==> src/rtl/acc_pkg.sv <==
//----------------------------------------------------------
// shared opcodes and default sizes for the accumulator unit
// referenced by scoped names from the rtl and the testbench
//----------------------------------------------------------

`default_nettype none

package acc_pkg;

  //----------------------------------------------------------
  // default sizes
  //----------------------------------------------------------

  // operand and accumulator width
  localparam int DATA_W_DEF = 16;

  // queue depth, any value from 2 up
  localparam int DEPTH_DEF = 4;

  // opcode field width, top bits of a command word
  localparam int OP_W = 3;

  //----------------------------------------------------------
  // command opcodes
  //----------------------------------------------------------

  // codes 6 and 7 unused, consumed with no effect
  typedef enum logic [OP_W-1:0] {
    OP_CLR   = 3'd0,  // acc to zero
    OP_LOAD  = 3'd1,  // acc takes operand
    OP_ADD   = 3'd2,  // wrap-around add
    OP_SUB   = 3'd3,  // wrap-around subtract
    OP_XOR   = 3'd4,  // bitwise xor
    OP_STORE = 3'd5   // push acc to result queue
  } opcode_e;

endpackage

`default_nettype wire
==> src/rtl/fifo_if.sv <==
//----------------------------------------------------------
// signal bundle for one queue: write side, read side, status
// queue, writer and reader each connect through a modport
//----------------------------------------------------------

`timescale 1ns/1ps
`default_nettype none

interface fifo_if #(
  parameter int WIDTH = 16,
  parameter int DEPTH = 4
);

  // write side
  logic                         w_req;
  logic [WIDTH-1:0]             w_data;

  // read side, head shown without a request
  logic                         r_req;
  logic [WIDTH-1:0]             r_data;

  // status, cnt spans 0..DEPTH
  logic [$clog2(DEPTH+1)-1:0]   cnt;
  logic                         empty;
  logic                         full;
  logic                         fail;

  modport queue  (input w_req, w_data, r_req,
                  output r_data, cnt, empty, full, fail);

  modport writer (output w_req, w_data,
                  input cnt, full, fail);

  modport reader (output r_req,
                  input r_data, cnt, empty, fail);

endinterface

`default_nettype wire

==> src/rtl/acc_unit.sv <==
//----------------------------------------------------------
// accumulator unit top: command queue, engine, result queue
// producer writes commands, consumer pops STORE results
//----------------------------------------------------------

`timescale 1ns/1ps
`default_nettype none

module acc_unit #(
  parameter int DEPTH  = acc_pkg::DEPTH_DEF,
  parameter int DATA_W = acc_pkg::DATA_W_DEF
) (
  input  logic                         clk,
  input  logic                         rst,

  // command producer side
  input  logic                         cmd_wr,
  input  acc_pkg::opcode_e             cmd_op,
  input  logic [DATA_W-1:0]            cmd_operand,
  output logic                         cmd_full,
  output logic                         cmd_fail,
  output logic [$clog2(DEPTH+1)-1:0]   cmd_cnt,

  // result consumer side
  input  logic                         res_rd,
  output logic [DATA_W-1:0]            res_data,
  output logic                         res_empty,
  output logic                         res_fail,

  // live accumulator value
  output logic [DATA_W-1:0]            acc
);

  localparam int CMD_W = DATA_W + acc_pkg::OP_W;

  //----------------------------------------------------------
  // queue bundles
  //----------------------------------------------------------

  fifo_if #(.WIDTH(CMD_W),  .DEPTH(DEPTH)) cmd_q ();
  fifo_if #(.WIDTH(DATA_W), .DEPTH(DEPTH)) res_q ();

  // producer ports write the command queue
  assign cmd_q.w_req  = cmd_wr;
  assign cmd_q.w_data = {cmd_op, cmd_operand};
  assign cmd_full     = cmd_q.full;
  assign cmd_fail     = cmd_q.fail;
  assign cmd_cnt      = cmd_q.cnt;

  // consumer ports read the result queue
  assign res_q.r_req = res_rd;
  assign res_data    = res_q.r_data;
  assign res_empty   = res_q.empty;
  assign res_fail    = res_q.fail;

  //----------------------------------------------------------
  // queues
  //----------------------------------------------------------

  shift_fifo #(
    .DEPTH (DEPTH),
    .WIDTH (CMD_W)
  ) cmd_fifo (
    .clk (clk),
    .rst (rst),
    .q   (cmd_q.queue)
  );

  shift_fifo #(
    .DEPTH (DEPTH),
    .WIDTH (DATA_W)
  ) res_fifo (
    .clk (clk),
    .rst (rst),
    .q   (res_q.queue)
  );

  //----------------------------------------------------------
  // engine, reader of cmd_q and sole writer of res_q
  //----------------------------------------------------------

  acc_engine #(
    .DATA_W (DATA_W)
  ) engine (
    .clk (clk),
    .rst (rst),
    .cmd (cmd_q.reader),
    .res (res_q.writer),
    .acc (acc)
  );

endmodule

`default_nettype wire

==> src/rtl/acc_engine.sv <==
//----------------------------------------------------------
// command executor between the command and result queues
// pops the head in order, updates acc, pushes STORE results
//----------------------------------------------------------

`timescale 1ns/1ps
`default_nettype none

module acc_engine #(
  parameter int DATA_W = 16
) (
  input  logic              clk,
  input  logic              rst,
  fifo_if.reader            cmd,
  fifo_if.writer            res,
  output logic [DATA_W-1:0] acc
);

  // command word is {opcode, operand}
  localparam int CMD_W = DATA_W + acc_pkg::OP_W;

  //----------------------------------------------------------
  // head decode
  //----------------------------------------------------------

  // fields of the command at the head of the queue
  acc_pkg::opcode_e  head_op;
  logic [DATA_W-1:0] head_operand;

  // pop control
  logic is_store;
  logic stall;
  logic pop;

  // accumulator and its next value
  logic [DATA_W-1:0] acc_r;
  logic [DATA_W-1:0] acc_next;

  // opcode from the top bits, operand below it
  // head reads zero while empty, gated by pop below
  assign head_op      = acc_pkg::opcode_e'(cmd.r_data[CMD_W-1:DATA_W]);
  assign head_operand = cmd.r_data[DATA_W-1:0];

  assign is_store = (head_op == acc_pkg::OP_STORE);

  //----------------------------------------------------------
  // pop and stall
  //----------------------------------------------------------

  // only a STORE needs room in the result queue
  // other opcodes keep flowing while results back up
  assign stall = is_store && res.full;

  // decision in the same cycle the head shows up
  assign pop = !cmd.empty && !stall;

  assign cmd.r_req = pop;

  // STORE result goes out with the pop
  // acc value before this edge's update
  assign res.w_req  = pop && is_store;
  assign res.w_data = acc_r;

  //----------------------------------------------------------
  // opcode execution
  //----------------------------------------------------------

  always_comb begin
    // unused codes and STORE leave acc alone
    acc_next = acc_r;
    case (head_op)
      acc_pkg::OP_CLR: begin
        acc_next = '0;
      end
      acc_pkg::OP_LOAD: begin
        acc_next = head_operand;
      end
      acc_pkg::OP_ADD: begin
        // wraps, no carry kept
        acc_next = acc_r + head_operand;
      end
      acc_pkg::OP_SUB: begin
        // wraps, no borrow kept
        acc_next = acc_r - head_operand;
      end
      acc_pkg::OP_XOR: begin
        acc_next = acc_r ^ head_operand;
      end
      acc_pkg::OP_STORE: begin
        acc_next = acc_r;
      end
      default: begin
        acc_next = acc_r;
      end
    endcase
  end

  //----------------------------------------------------------
  // accumulator register
  //----------------------------------------------------------

  // update at the edge ending the pop cycle
  always_ff @(posedge clk) begin
    if (rst) begin
      acc_r <= '0;
    end else if (pop) begin
      acc_r <= acc_next;
    end
  end

  assign acc = acc_r;

endmodule

`default_nettype wire

==> src/rtl/shift_fifo.sv <==
//----------------------------------------------------------
// single-clock first-word-fall-through queue on a shift register
// head always at slot 0, status flags decoded from the count
//----------------------------------------------------------

`timescale 1ns/1ps
`default_nettype none

module shift_fifo #(
  parameter int DEPTH = 4,
  parameter int WIDTH = 16
) (
  input  logic    clk,
  input  logic    rst,
  fifo_if.queue   q
);

  localparam int CNT_W = $clog2(DEPTH+1);

  // storage, slot 0 is the oldest entry
  logic [DEPTH-1:0][WIDTH-1:0] data;

  // number of valid slots
  logic [CNT_W-1:0] cnt;

  logic empty;
  logic full;

  // accepted requests this cycle
  logic rd_ok;
  logic wr_ok;

  // slot the incoming word lands in
  logic [CNT_W-1:0] wr_idx;

  //----------------------------------------------------------
  // request decode
  //----------------------------------------------------------

  assign empty = (cnt == '0);
  assign full  = (cnt == CNT_W'(DEPTH));

  // nothing to read when empty
  assign rd_ok = q.r_req && !empty;

  // full queue still takes a word if one leaves this cycle
  // empty queue with read and write keeps the write
  assign wr_ok = q.w_req && (!full || rd_ok);

  // shift moves everything down one slot on a read
  assign wr_idx = rd_ok ? cnt - 1'b1 : cnt;

  //----------------------------------------------------------
  // storage shift and write
  //----------------------------------------------------------

  always_ff @(posedge clk) begin
    for (int i = 0; i < DEPTH; i++) begin
      // shift toward the head on a read
      if (rd_ok && i < DEPTH-1) begin
        data[i] <= data[i+1];
      end
      // new word overrides the shifted value in its slot
      if (wr_ok && wr_idx == CNT_W'(i)) begin
        data[i] <= q.w_data;
      end
    end
  end

  //----------------------------------------------------------
  // occupancy count
  //----------------------------------------------------------

  always_ff @(posedge clk) begin
    if (rst) begin
      cnt <= '0;
    end else begin
      case ({wr_ok, rd_ok})
        2'b10:   cnt <= cnt + 1'b1;
        2'b01:   cnt <= cnt - 1'b1;
        // read and write together, count holds
        default: cnt <= cnt;
      endcase
    end
  end

  //----------------------------------------------------------
  // outputs
  //----------------------------------------------------------

  // fwft head, zero while empty
  assign q.r_data = empty ? '0 : data[0];

  assign q.cnt   = cnt;
  assign q.empty = empty;
  assign q.full  = full;

  // one-cycle flag for a refused request
  // write refused only if full and no read frees a slot
  assign q.fail = (q.r_req && empty) ||
                  (q.w_req && full && !rd_ok);

endmodule

`default_nettype wire

==> config.mk <==
export PLATFORM = sky130hd
export DESIGN_NAME = acc_unit
export DESIGN_NICKNAME = d
export VERILOG_FILES = /design/src/rtl/acc_pkg.sv /design/src/rtl/fifo_if.sv /design/src/rtl/acc_unit.sv /design/src/rtl/acc_engine.sv /design/src/rtl/shift_fifo.sv
export SDC_FILE = /design/constraint.sdc
export NUM_CORES = 1
export LEC_CHECK = 0
export ABC_AREA = 1
export BUFFER_PORTS_ARGS = -buffer_cell sky130_fd_sc_hd__buf_2
export CORE_UTILIZATION = 35
export CTS_BUF_LIST = sky130_fd_sc_hd__clkbuf_8
export DETAILED_ROUTE_END_ITERATION = 8
export PLACE_DENSITY = 0.57
export SLEW_MARGIN = 10
export SYNTH_ARGS = -nofsm -noshare
export SYNTH_HDL_FRONTEND = slang
export SYNTH_SLANG_ARGS = --single-unit
==> constraint.sdc <==
create_clock -name clk -period 4.4 [get_ports clk]
set_input_delay 0.44 -clock clk [delete_from_list [all_inputs] [get_ports clk]]
set_output_delay 0.44 -clock clk [all_outputs]
set_load 0.005 [all_outputs]
---- Word level (Yosys, flattened, before mapping) ----
Cells that the tools add are included.
operators by class
  multiplexer cells ....................... 19
  multipliers ............................. 0
  order comparisons ....................... 0
  bitwise gates (word level) .............. 1
  reduce and logical (&&, ||, !) cells .... 47
  div/mod/pow operators ................... 0
  shifts and indexed selects .............. 0
  add/sub/neg operators ................... 6
  equal/unequal tests ..................... 17
operators by type and width
  operator                                              count
  two-way mux 19 bit                                    7
  two-way mux 16 bit                                    7
  one-hot mux 16 bit (5 select lines)                   1
  logical AND 1 bit                                     21
  equality test 3 x 2 -> 1 bit (second input constant)  6
  adder 16 bit                                          1
  nonzero test 2 bit                                    8
  subtractor 16 bit                                     1
  XOR 16 bit                                            1
  zero test 3 bit                                       5
  equality test 3 bit (second input constant)           4
  one-hot mux 3 bit (2 select lines)                    2
  equality test 3 x 1 -> 1 bit (second input constant)  3
  zero test 1 bit                                       7
  adder 3 x 1 -> 3 bit (second input constant)          2
  two-way mux 3 bit                                     2
  subtractor 3 x 1 -> 3 bit (second input constant)     2
  nonzero test 5 bit                                    1
  equality test 2 x 1 -> 1 bit (second input constant)  2
  equality test 2 bit (second input constant)           2
  logical OR 1 bit                                      4
  AND reduction 2 bit                                   1
storage, ports and cells
  bits in latches ......................... 0
  bits in registers ....................... 162
  memories kept ........................... 0
  ROM bits ................................ 0
  memory bits (writable) .................. 0
  logic and storage cells ................. 101

---- Depth between registers and ports, before layout ----
Gate-level depths: netlist of run 1.
  depth in word-level cells ............... 11
  mapped depth ............................ 28

---- By module ----
From an unflattened synthesis of run 1, not the netlist that was laid out.
unflattened totals
  cell total of the unflattened synthesis .. 1075
  area, all modules ....................... 9293.9 um2
modules (own cells, without submodules)
  module                 seq. area each (um2)  cells each  times used  area each (um2)
  shift_fifo (cmd_fifo)  2342.2                368         1           3718.6
  shift_fifo (res_fifo)  1981.9                318         1           3294.4
  acc_engine             320.3                 389         1           2280.9

---- Worst setup path after synthesis of run 1 ----
No wires, ideal clock.
  path type ............................... reg-to-reg
  start ................................... register cmd_fifo.cnt[0] (netlist: cmd_fifo.q.cnt[0])
  end ..................................... register engine.acc_r[7] (netlist: engine.acc[7])
  buffers on the path ..................... 2
  data required time ...................... 4290 ps
  data arrival time ....................... 3290 ps
  clock period less this slack ............ 3400 ps
  stages on the path, launching flop included .. 22
  setup slack ............................. 1000 ps
  cell sequence ........................... dfxtp_1 inv_1 ha_1 nand2_4 buf_6 buf_2 nand2_1 ha_1 nand3_1 nor3_1 or2_2 xor2_1 inv_1 ha_1 a21oi_1 a21boi_0 nand2_1 or2_2 nand3_1 o211ai_1 nand2_1 inv_1
between the ends
  longest elaborated chain between the ends .. 7
RTL lines
  what                                                                       RTL line           source
  start: declaration                                                         shift_fifo.sv:24   logic [CNT_W-1:0] cnt;
  start signal: assignment                                                   shift_fifo.sv:79   2'b10: cnt <= cnt + 1'b1;
  start signal: assignment                                                   shift_fifo.sv:80   2'b01: cnt <= cnt - 1'b1;
  start signal: assignment                                                   shift_fifo.sv:82   default: cnt <= cnt;
  zero test 3 bit (*)                                                        shift_fifo.sv:40   assign empty = (cnt == '0);
  parallel branches: the longest is 6 deep, another holds subtractor 16 bit  -
  end signal: assignment                                                     acc_engine.sv:107  acc_r <= acc_next;
  end: declaration                                                           acc_engine.sv:36   logic [DATA_W-1:0] acc_r;
Every way passes the cells marked *.
A chain may end at the register's enable or synchronous reset.

---- Worst setup path after layout of run 1 ----
  start ................................... register cmd_fifo.cnt[0] (netlist: cmd_fifo.q.cnt[0])
  end ..................................... register engine.acc_r[15] (netlist: engine.acc[15])
The elaborated chain is that of the path after synthesis.

==> results of run 1 <==
-- per-layer routing --
| layer | global-route usage, % | share of wire, % | wire length [um] |
|---|---|---|---|
| met5 | 0 | 0 | 0 |
| met4 | 5.65 | 1.9 | 329 |
| met3 | 2.86 | 3.3 | 561 |
| met2 | 24.8 | 47 | 8010 |
| met1 | 18.9 | 48 | 8160 |
-- cell families (layout without fill, tap and decap cells) --
logic type	after synthesis	after routing	share of synthesized area [%]
xor+xnor	23	23	2.51
compound gates	221	221	14.0
buf+inv	164	236	8.05
flops	162	162	55.9
fa+ha+maj	25	25	3.85
simple gates	319	319	15.7
-- sequential cells by signal, summed over array words and instances, names as in the netlist --
signal	count
cmd_fifo.data	76
res_fifo.data	64
engine.acc	16
cmd_fifo.q.cnt	3
res_fifo.q.cnt	3
-- cell usage after synthesis --
master | number | area (um2)
sky130_fd_sc_hd__a21boi_0 | 1 | 7.51
sky130_fd_sc_hd__a21o_1 | 2 | 15.0
sky130_fd_sc_hd__a21oi_1 | 49 | 245
sky130_fd_sc_hd__a21oi_4 | 1 | 16.3
sky130_fd_sc_hd__a31oi_1 | 4 | 25.0
sky130_fd_sc_hd__buf_1 | 2 | 7.51
sky130_fd_sc_hd__buf_2 | 4 | 20.0
sky130_fd_sc_hd__buf_4 | 2 | 15.0
sky130_fd_sc_hd__buf_6 | 5 | 56.3
sky130_fd_sc_hd__clkbuf_1 | 14 | 52.6
sky130_fd_sc_hd__clkbuf_2 | 3 | 15.0
sky130_fd_sc_hd__clkinv_1 | 1 | 3.75
sky130_fd_sc_hd__dfxtp_1 | 22 | 440
sky130_fd_sc_hd__edfxtp_1 | 140 | 4200
sky130_fd_sc_hd__fa_1 | 1 | 20.0
sky130_fd_sc_hd__ha_1 | 24 | 300
sky130_fd_sc_hd__inv_1 | 128 | 480
sky130_fd_sc_hd__inv_2 | 5 | 18.8
sky130_fd_sc_hd__nand2_1 | 224 | 841
sky130_fd_sc_hd__nand2_2 | 2 | 12.5
sky130_fd_sc_hd__nand2_4 | 2 | 22.5
sky130_fd_sc_hd__nand2b_1 | 1 | 6.26
sky130_fd_sc_hd__nand3_1 | 35 | 175
sky130_fd_sc_hd__nand3b_1 | 1 | 7.51
sky130_fd_sc_hd__nand4_1 | 4 | 25.0
sky130_fd_sc_hd__nor2_1 | 42 | 158
sky130_fd_sc_hd__nor2_4 | 2 | 22.5
sky130_fd_sc_hd__nor3_1 | 2 | 10.0
sky130_fd_sc_hd__nor4_1 | 1 | 6.26
sky130_fd_sc_hd__o211ai_1 | 3 | 22.5
sky130_fd_sc_hd__o21ai_0 | 139 | 696
sky130_fd_sc_hd__o21ai_1 | 12 | 60.1
sky130_fd_sc_hd__o21ai_2 | 2 | 17.5
sky130_fd_sc_hd__o21bai_1 | 5 | 37.5
sky130_fd_sc_hd__o221ai_1 | 1 | 8.76
sky130_fd_sc_hd__o31ai_1 | 2 | 15.0
sky130_fd_sc_hd__or2_2 | 3 | 18.8
sky130_fd_sc_hd__xnor2_1 | 5 | 43.8
sky130_fd_sc_hd__xor2_1 | 17 | 149
sky130_fd_sc_hd__xor2_2 | 1 | 16.3
-- critical path: cells and delay by family, from the launching register on --
kind | cells | cell delay, ns
DFF | 1 | 0.36
xor gates and xnor gates | 1 | 0.18
AOI/OAI and AO/OA | 1 | 0.33
adders and majority gates | 3 | 0.81
buffers and inverters | 2 | 0.17
and+or+nand+nor | 14 | 1.82
-- stage by stage --
step           util [%]  area, um2  std cells  setup slack [ns]  total power, W
2_1_floorplan         -       8310        914              1.00         0.00547
3_3_place_gp       38.1       8930       1273             0.626         0.00644
3_5_place_dp       38.1       8930       1273             0.621         0.00646
4_1_cts            39.9       9350       1305             0.608         0.00759
5_1_grt            39.9       9350       1305            0.0791         0.00823
6_report           39.9       9350       1305             0.612         0.00751
-- worst max path at each step --
stage                                             end  slack, ns  cells past startpoint
after floorplan            engine.acc[7]$_SDFFE_PP0P_       1.00                     21
after global placement    engine.acc[13]$_SDFFE_PP0P_       0.63                     20
after detailed placement  engine.acc[15]$_SDFFE_PP0P_       0.62                     21
after CTS                 engine.acc[15]$_SDFFE_PP0P_       0.61                     21
after global routing      engine.acc[13]$_SDFFE_PP0P_       0.08                     20
final                     engine.acc[15]$_SDFFE_PP0P_       0.61                     21
-- power by group --
group | total [W] | switching [W] | internal (W)
Combinational | 0.00360 | 0.00244 | 0.00116
Clock | 0.00111 | 0.000669 | 0.000439
Sequential | 0.00280 | 0.000277 | 0.00253
Total | 0.00751 | 0.00338 | 0.00413
-- final cells by class --
class / count / share of cell area (%)
tap: 319 / 4.27
sequential: 162 / 49.7
clock inverter: 15 / 1.99
inverter: 134 / 5.38
timing repair buffer: 70 / 3.99
clock buffer: 17 / 2.50
multi-input combinational: 588 / 32.2
==> impl_metrics.py, run 1 <==
metrics = {
    "layout": {
        "areaGrowthSynthToFinish_pct": 12.4,
        "final_common_cell": "sky130_fd_sc_hd__nand2_1",
        "proportion_of_layout_cells_with_a_drive_suffix_above_1_pct": 12.3,
        "multiInputGateArea_um2": 3010,
        "antenna_cell_count": 0,
        "area.sequential_um2": 4640,
        "nNetsFinal": 1021,
        "final_cell_mix": "224 x sky130_fd_sc_hd__nand2_1, 140 x sky130_fd_sc_hd__edfxtp_1, 139 x sky130_fd_sc_hd__o21ai_0",
        "fillers": 2370,
    },
    "synth": {
        "syn-num-nets": 962,
        "netlist_instances": 914,
        "yosys_warnings": 0,
        "netlist-cell-type-count": 40,
        "post_synth_instance_area_um2": 8310,
        "synth.yosys.seq_area_share_pct": 55.9,
        "synth_seq_cells": 162,
        "syn_avg_cell_area_um2": 9.10,
    },
    "clock_network": {
        "cts_setup_buffers": 0,
        "cts.htree.levels": 4,
        "tritoncts": "done",
        "cts.reportedPaths.clkPinSlew_ns": 0.10,
        "cts.sink_count": 162,
        "cts_repair_resized_insts": 0,
        "number_of_buffers_added_by_the_clock_tree_synthesis_step": 17,
        "cts_hold_repair.buffers": 0,
        "max-clock-path-buffers": 2,
        "worstSkewPairLatency_ns": 0.46,
        "cts_root_buf": "sky130_fd_sc_hd__clkbuf_8",
    },
    "grt": {
        "first_global_vias": 5482,
        "global_route.overflow_total": 0,
        "groute.usage.overall_pct": 14.8,
        "grt_max_degree": 40,
        "antenna_found_initial": 0,
        "grt_pass1_wl_um": 27800,
    },
    "route": {
        "drcViolationCount": 0,
        "drt-pass1-iter-count": 5,
        "route.antenna.remaining_nets": 0,
        "detailedRoute.firstIterationViolations": 221,
        "final_wirelength_um": 17100,
        "post_drt_wl_per_cell_um": 13.1,
        "detail_route.vias_per_cell": 4.57,
        "vias": 5961,
    },
    "critical_path": {
        "slowest_stage": "sky130_fd_sc_hd__ha_1",
        "cp.arrival_ns": 4.15,
        "worstReg2RegStart": "cmd_fifo.q.cnt[0]$_SDFFE_PP0P_",
        "timing.critical_path.required_ns": 4.76,
        "worstPathCellList": "inv_1 -> ha_1 -> nand2_4 -> nand2_1 -> ha_1 -> nand3_1 -> nor3_1 -> nand3_1 -> o21ai_0 -> nand2_1 -> xor2_1 -> ha_1 -> nand2_1 -> nor3_1 -> nand2_1 -> nand2_1 -> nand3_1 -> nand3_1 -> nand3_1 -> nand2_1 -> inv_1",
        "critical_path.startpoint": "cmd_fifo.q.cnt[0]$_SDFFE_PP0P_",
        "r2r_cells": 21,
        "crit-reg2reg-capture": "engine.acc[15]$_SDFFE_PP0P_",
        "start_kind": "flop",
        "cpPeakStageDelay_ns": 0.42,
        "r2r_slack_ns": 0.61,
        "cpMostUsedCell": "sky130_fd_sc_hd__nand2_1",
        "endpoint_type_of_the_worst_setup_path": "flop",
        "crit_fanout": 25,
        "worstSetupPathType": "flop to flop",
    },
    "timing": {
        "setup_viol": 0,
        "worst-slew-pin-transition_ns": 0.754,
        "timing.hold.ws_ns": 0.157,
        "finalCritPeriodShare_pct": 86.1,
        "timing.final.crit_period_ns": 3.79,
        "clock-skew-final_ns": 0.0177,
        "clock.fmax_ghz": 0.264,
        "rsz0062_at_grt": "no",
        "total_negative_slack_ns": 0,
        "maxSlewViolCount": 0,
        "finalHoldViolations": 0,
        "worst_slew_margin_rel_pct": 49.6,
    },
    "die": {
        "die-height_um": 156,
        "fp-row-count": 56,
        "design.portCount": 62,
        "initial_utilization_pct": 35.5,
        "design.core.area_um2": 23400,
        "die_width_um": 156,
        "design.die.area_um2": 24400,
    },
    "min_path": {
        "path_class_of_the_lowest_slack_min_delay_path": "primary input to flop",
        "min_delay_path_depth": 1,
        "worstHoldStart": "cmd_operand[7]",
        "timing.hold.worst_endpoint": "cmd_fifo.data[64]$_DFFE_PP_",
    },
    "power_and_ir_drop": {
        "irDropWorstVdd_mv": 0.270,
        "leakagePower_nw": 4.22,
        "power.density_cell_area_nw_per_um2": 803,
    },
    "placement": {
        "routabilityCongestion": 0.894,
        "dp_hpwl_um": 13200,
        "number_of_buffers_added_on_ports": 61,
    },
    "outcome": {
        "result_of_the_run": "finished, final reports clean",
    },
    "flow_run": {
        "cap_violations": 0,
    },
}
(Power assumes the default switching activity.)
==> inputs of run 2 (changes only) <==
--- a/config.mk
+++ b/config.mk
@@ -6,11 +6,11 @@
 export NUM_CORES = 1
 export LEC_CHECK = 0
 export ABC_AREA = 1
-export BUFFER_PORTS_ARGS = -buffer_cell sky130_fd_sc_hd__buf_2
 export CORE_UTILIZATION = 35
 export CTS_BUF_LIST = sky130_fd_sc_hd__clkbuf_8
 export DETAILED_ROUTE_END_ITERATION = 8
-export PLACE_DENSITY = 0.57
+export DONT_BUFFER_PORTS = 1
+export PLACE_DENSITY = 0.55
 export SLEW_MARGIN = 10
 export SYNTH_ARGS = -nofsm -noshare
 export SYNTH_HDL_FRONTEND = slang
==> run 2 against run 1 <==
Against the previous run: power down 1.7%; register-to-register slack worse by 0.03 ns; clock skew shrank 0.0049 ns; sequential power hardly changed; final cell count is 4.5% lower; clock-buffer cell count is the same; clock power barely moved; combinational power is 4% lower; core utilization is 1.3 points lower; first-iteration DRC count grew 24%; global-route usage up 0.42 points; critical path type unchanged; highest routed layer unchanged.
==> impl_metrics.py, run 2 (synthesized netlist as in run 1, its figures left out) <==
metrics = {
    "outcome": {
        "result_of_the_run": "finished, final reports clean",
    },
    "grt": {
        "first_global_vias": 5443,
        "groute.usage.overall_pct": 15.2,
        "global_route.overflow_total": 0,
        "antenna_found_initial": 0,
        "grt_pass1_wl_um": 28200,
        "grt_max_degree": 40,
    },
    "layout": {
        "largest-register": "cmd_fifo.data",
        "multiInputGateArea_um2": 3010,
        "antenna_cell_count": 0,
        "nNetsFinal": 962,
        "area.sequential_um2": 4640,
        "max_reg_flops": 76,
        "final_cell_mix": "224 x sky130_fd_sc_hd__nand2_1, 140 x sky130_fd_sc_hd__edfxtp_1, 139 x sky130_fd_sc_hd__o21ai_0",
        "areaGrowthSynthToFinish_pct": 8.76,
        "final_common_cell": "sky130_fd_sc_hd__nand2_1",
        "fillers": 2336,
        "proportion_of_layout_cells_with_a_drive_suffix_above_1_pct": 6.58,
    },
    "critical_path": {
        "crit-reg2reg-capture": "engine.acc[13]$_SDFFE_PP0P_",
        "cpPeakStageDelay_ns": 0.39,
        "worstPathCellList": "inv_1 -> ha_1 -> nand2_4 -> nand2_1 -> ha_1 -> nand3_1 -> nor3_1 -> nand3_1 -> o21ai_0 -> nand2_1 -> xor2_1 -> ha_1 -> nand2_1 -> nor2_1 -> nand3_1 -> nand2_1 -> nand2_1 -> nand3_1 -> nand4_1 -> nand2_1 -> inv_1",
        "start_kind": "flop",
        "slowest_stage": "sky130_fd_sc_hd__dfxtp_1",
        "cpMostUsedCell": "sky130_fd_sc_hd__nand2_1",
        "r2r_cells": 21,
        "worstReg2RegStart": "cmd_fifo.q.cnt[0]$_SDFFE_PP0P_",
        "r2r_slack_ns": 0.58,
        "cp.arrival_ns": 4.19,
        "critPathTopFamily": "simple AND/OR/NAND/NOR gates",
        "crit_fanout": 25,
        "worstSetupPathType": "flop to flop",
        "critPathBufInv": 2,
        "endpoint_type_of_the_worst_setup_path": "flop",
        "timing.critical_path.required_ns": 4.77,
    },
    "die": {
        "design.die.area_um2": 24400,
        "die-height_um": 156,
        "initial_utilization_pct": 35.5,
        "design.portCount": 62,
        "fp-row-count": 56,
        "design.core.area_um2": 23400,
        "die_width_um": 156,
    },
    "clock_network": {
        "number_of_buffers_added_by_the_clock_tree_synthesis_step": 17,
        "cts.htree.levels": 4,
        "max-clock-path-buffers": 2,
        "cts.reportedPaths.clkPinSlew_ns": 0.10,
        "cts_setup_buffers": 0,
        "cts_root_buf": "sky130_fd_sc_hd__clkbuf_8",
        "tritoncts": "done",
        "cts.sink_count": 162,
        "worstSkewPairLatency_ns": 0.47,
    },
    "route": {
        "drcViolationCount": 0,
        "detailedRoute.firstIterationViolations": 274,
        "drt-pass1-iter-count": 9,
        "route.antenna.remaining_nets": 0,
        "post_drt_wl_per_cell_um": 14.0,
        "detail_route.vias_per_cell": 4.63,
        "final_wirelength_um": 17400,
        "vias": 5772,
    },
    "power_and_ir_drop": {
        "internal_power_w": 0.00402,
        "leakagePower_nw": 3.93,
        "switching_share_pct": 45.6,
        "power_frac_clock_pct": 14.8,
        "irDropWorstVdd_mv": 0.277,
        "power.density_cell_area_nw_per_um2": 816,
        "comb_power_share_pct": 46.8,
        "sequential_share_of_power_pct": 38.4,
        "total_switching_power_w": 0.00336,
    },
    "placement": {
        "routabilityCongestion": 0.857,
        "dp_hpwl_um": 13200,
        "number_of_buffers_added_on_ports": 0,
    },
    "timing": {
        "finalCritPeriodShare_pct": 86.8,
        "clock-skew-final_ns": 0.0128,
        "clock.fmax_ghz": 0.262,
        "worst_slew_margin_rel_pct": 50.1,
        "total_negative_slack_ns": 0,
        "worst-slew-pin-transition_ns": 0.747,
        "timing.hold.ws_ns": 0.0422,
        "rsz0062_at_grt": "no",
        "timing.final.crit_period_ns": 3.82,
        "finalHoldViolations": 0,
        "setup_viol": 0,
        "maxSlewViolCount": 0,
    },
    "min_path": {
        "timing.hold.worst_endpoint": "engine.acc[4]$_SDFFE_PP0P_",
        "path_class_of_the_lowest_slack_min_delay_path": "primary input to flop",
        "min_delay_path_depth": 1,
        "worstHoldStart": "rst",
    },
    "flow_run": {
        "cap_violations": 0,
    },
}
==> run 2: cell types whose count changed in the layout (fill, tap and decap cells not counted) <==
cell / before / now
sky130_fd_sc_hd__inv_6: 2 / 3
sky130_fd_sc_hd__dlygate4sd3_1: 0 / 1
sky130_fd_sc_hd__clkinv_8: 6 / 5
sky130_fd_sc_hd__clkinv_4: 0 / 1
sky130_fd_sc_hd__buf_2: 61 / 0
sky130_fd_sc_hd__inv_8: 5 / 3
sky130_fd_sc_hd__clkinv_2: 0 / 1
sky130_fd_sc_hd__buf_4: 9 / 10
==> run 2: power groups by stage <==
| stage | sequential (W) | combinational (W) | clock (W) |
|---|---|---|---|
| floorplan | 0.00275 | 0.00272 | 0 |
| global placement | 0.00287 | 0.00347 | 0 |
| detailed placement | 0.00288 | 0.00346 | 0 |
| CTS | 0.00284 | 0.00348 | 0.00113 |
| global route | 0.00291 | 0.00398 | 0.00118 |
| finish | 0.00283 | 0.00346 | 0.00109 |
==> run 2: layer usage <==
metal  up-vias  GRT usage (%)  routed length (um)
li1       3054              -                   -
met1      2592           19.1                8210
met2       104           25.7                8240
met3        22           3.25                 643
met4         0           5.65                 316
met5         -              0                   0
==> run 2: worst max path at each step <==
stage	startpoint	end	slack [ns]	depth (start not counted)
2_1_floorplan	cmd_fifo.q.cnt[0]$_SDFFE_PP0P_	engine.acc[7]$_SDFFE_PP0P_	1.00	21
3_3_place_gp	cmd_fifo.q.cnt[0]$_SDFFE_PP0P_	engine.acc[13]$_SDFFE_PP0P_	0.68	20
3_5_place_dp	cmd_fifo.q.cnt[0]$_SDFFE_PP0P_	engine.acc[13]$_SDFFE_PP0P_	0.62	21
4_1_cts	cmd_fifo.q.cnt[0]$_SDFFE_PP0P_	engine.acc[13]$_SDFFE_PP0P_	0.58	21
5_1_grt	cmd_fifo.q.cnt[0]$_SDFFE_PP0P_	engine.acc[13]$_SDFFE_PP0P_	0.16	21
6_report	cmd_fifo.q.cnt[0]$_SDFFE_PP0P_	engine.acc[13]$_SDFFE_PP0P_	0.58	21
==> run 2: final cells by class <==
class / instances / area share [%]
clock buffers: 17 / 2.59
clock inverters: 15 / 1.88
inverters: 134 / 5.56
multi-input cells: 588 / 33.3
flip-flops and latches: 162 / 51.4
well taps: 319 / 4.41
repair buffers: 11 / 0.941
==> run 2: per-stage QoR <==
step	cell area (um2)	util (%)	instances	power, W	setup slack (ns)
3_3_place_gp	8630	36.9	1213	0.00633	0.683
4_1_cts	9040	38.6	1246	0.00745	0.584
5_1_grt	9040	38.6	1246	0.00807	0.161
6_report	9040	38.6	1246	0.00738	0.581
3_5_place_dp	8630	36.9	1213	0.00634	0.618
2_1_floorplan	8310	-	914	0.00547	1.00
==> run 2: repair_timing <==
item,4_1_cts,5_1_grt
resized for setup,0,0
setup endpoints to repair,0,0
hold endpoints to repair,4,0
hold buffers,1,0
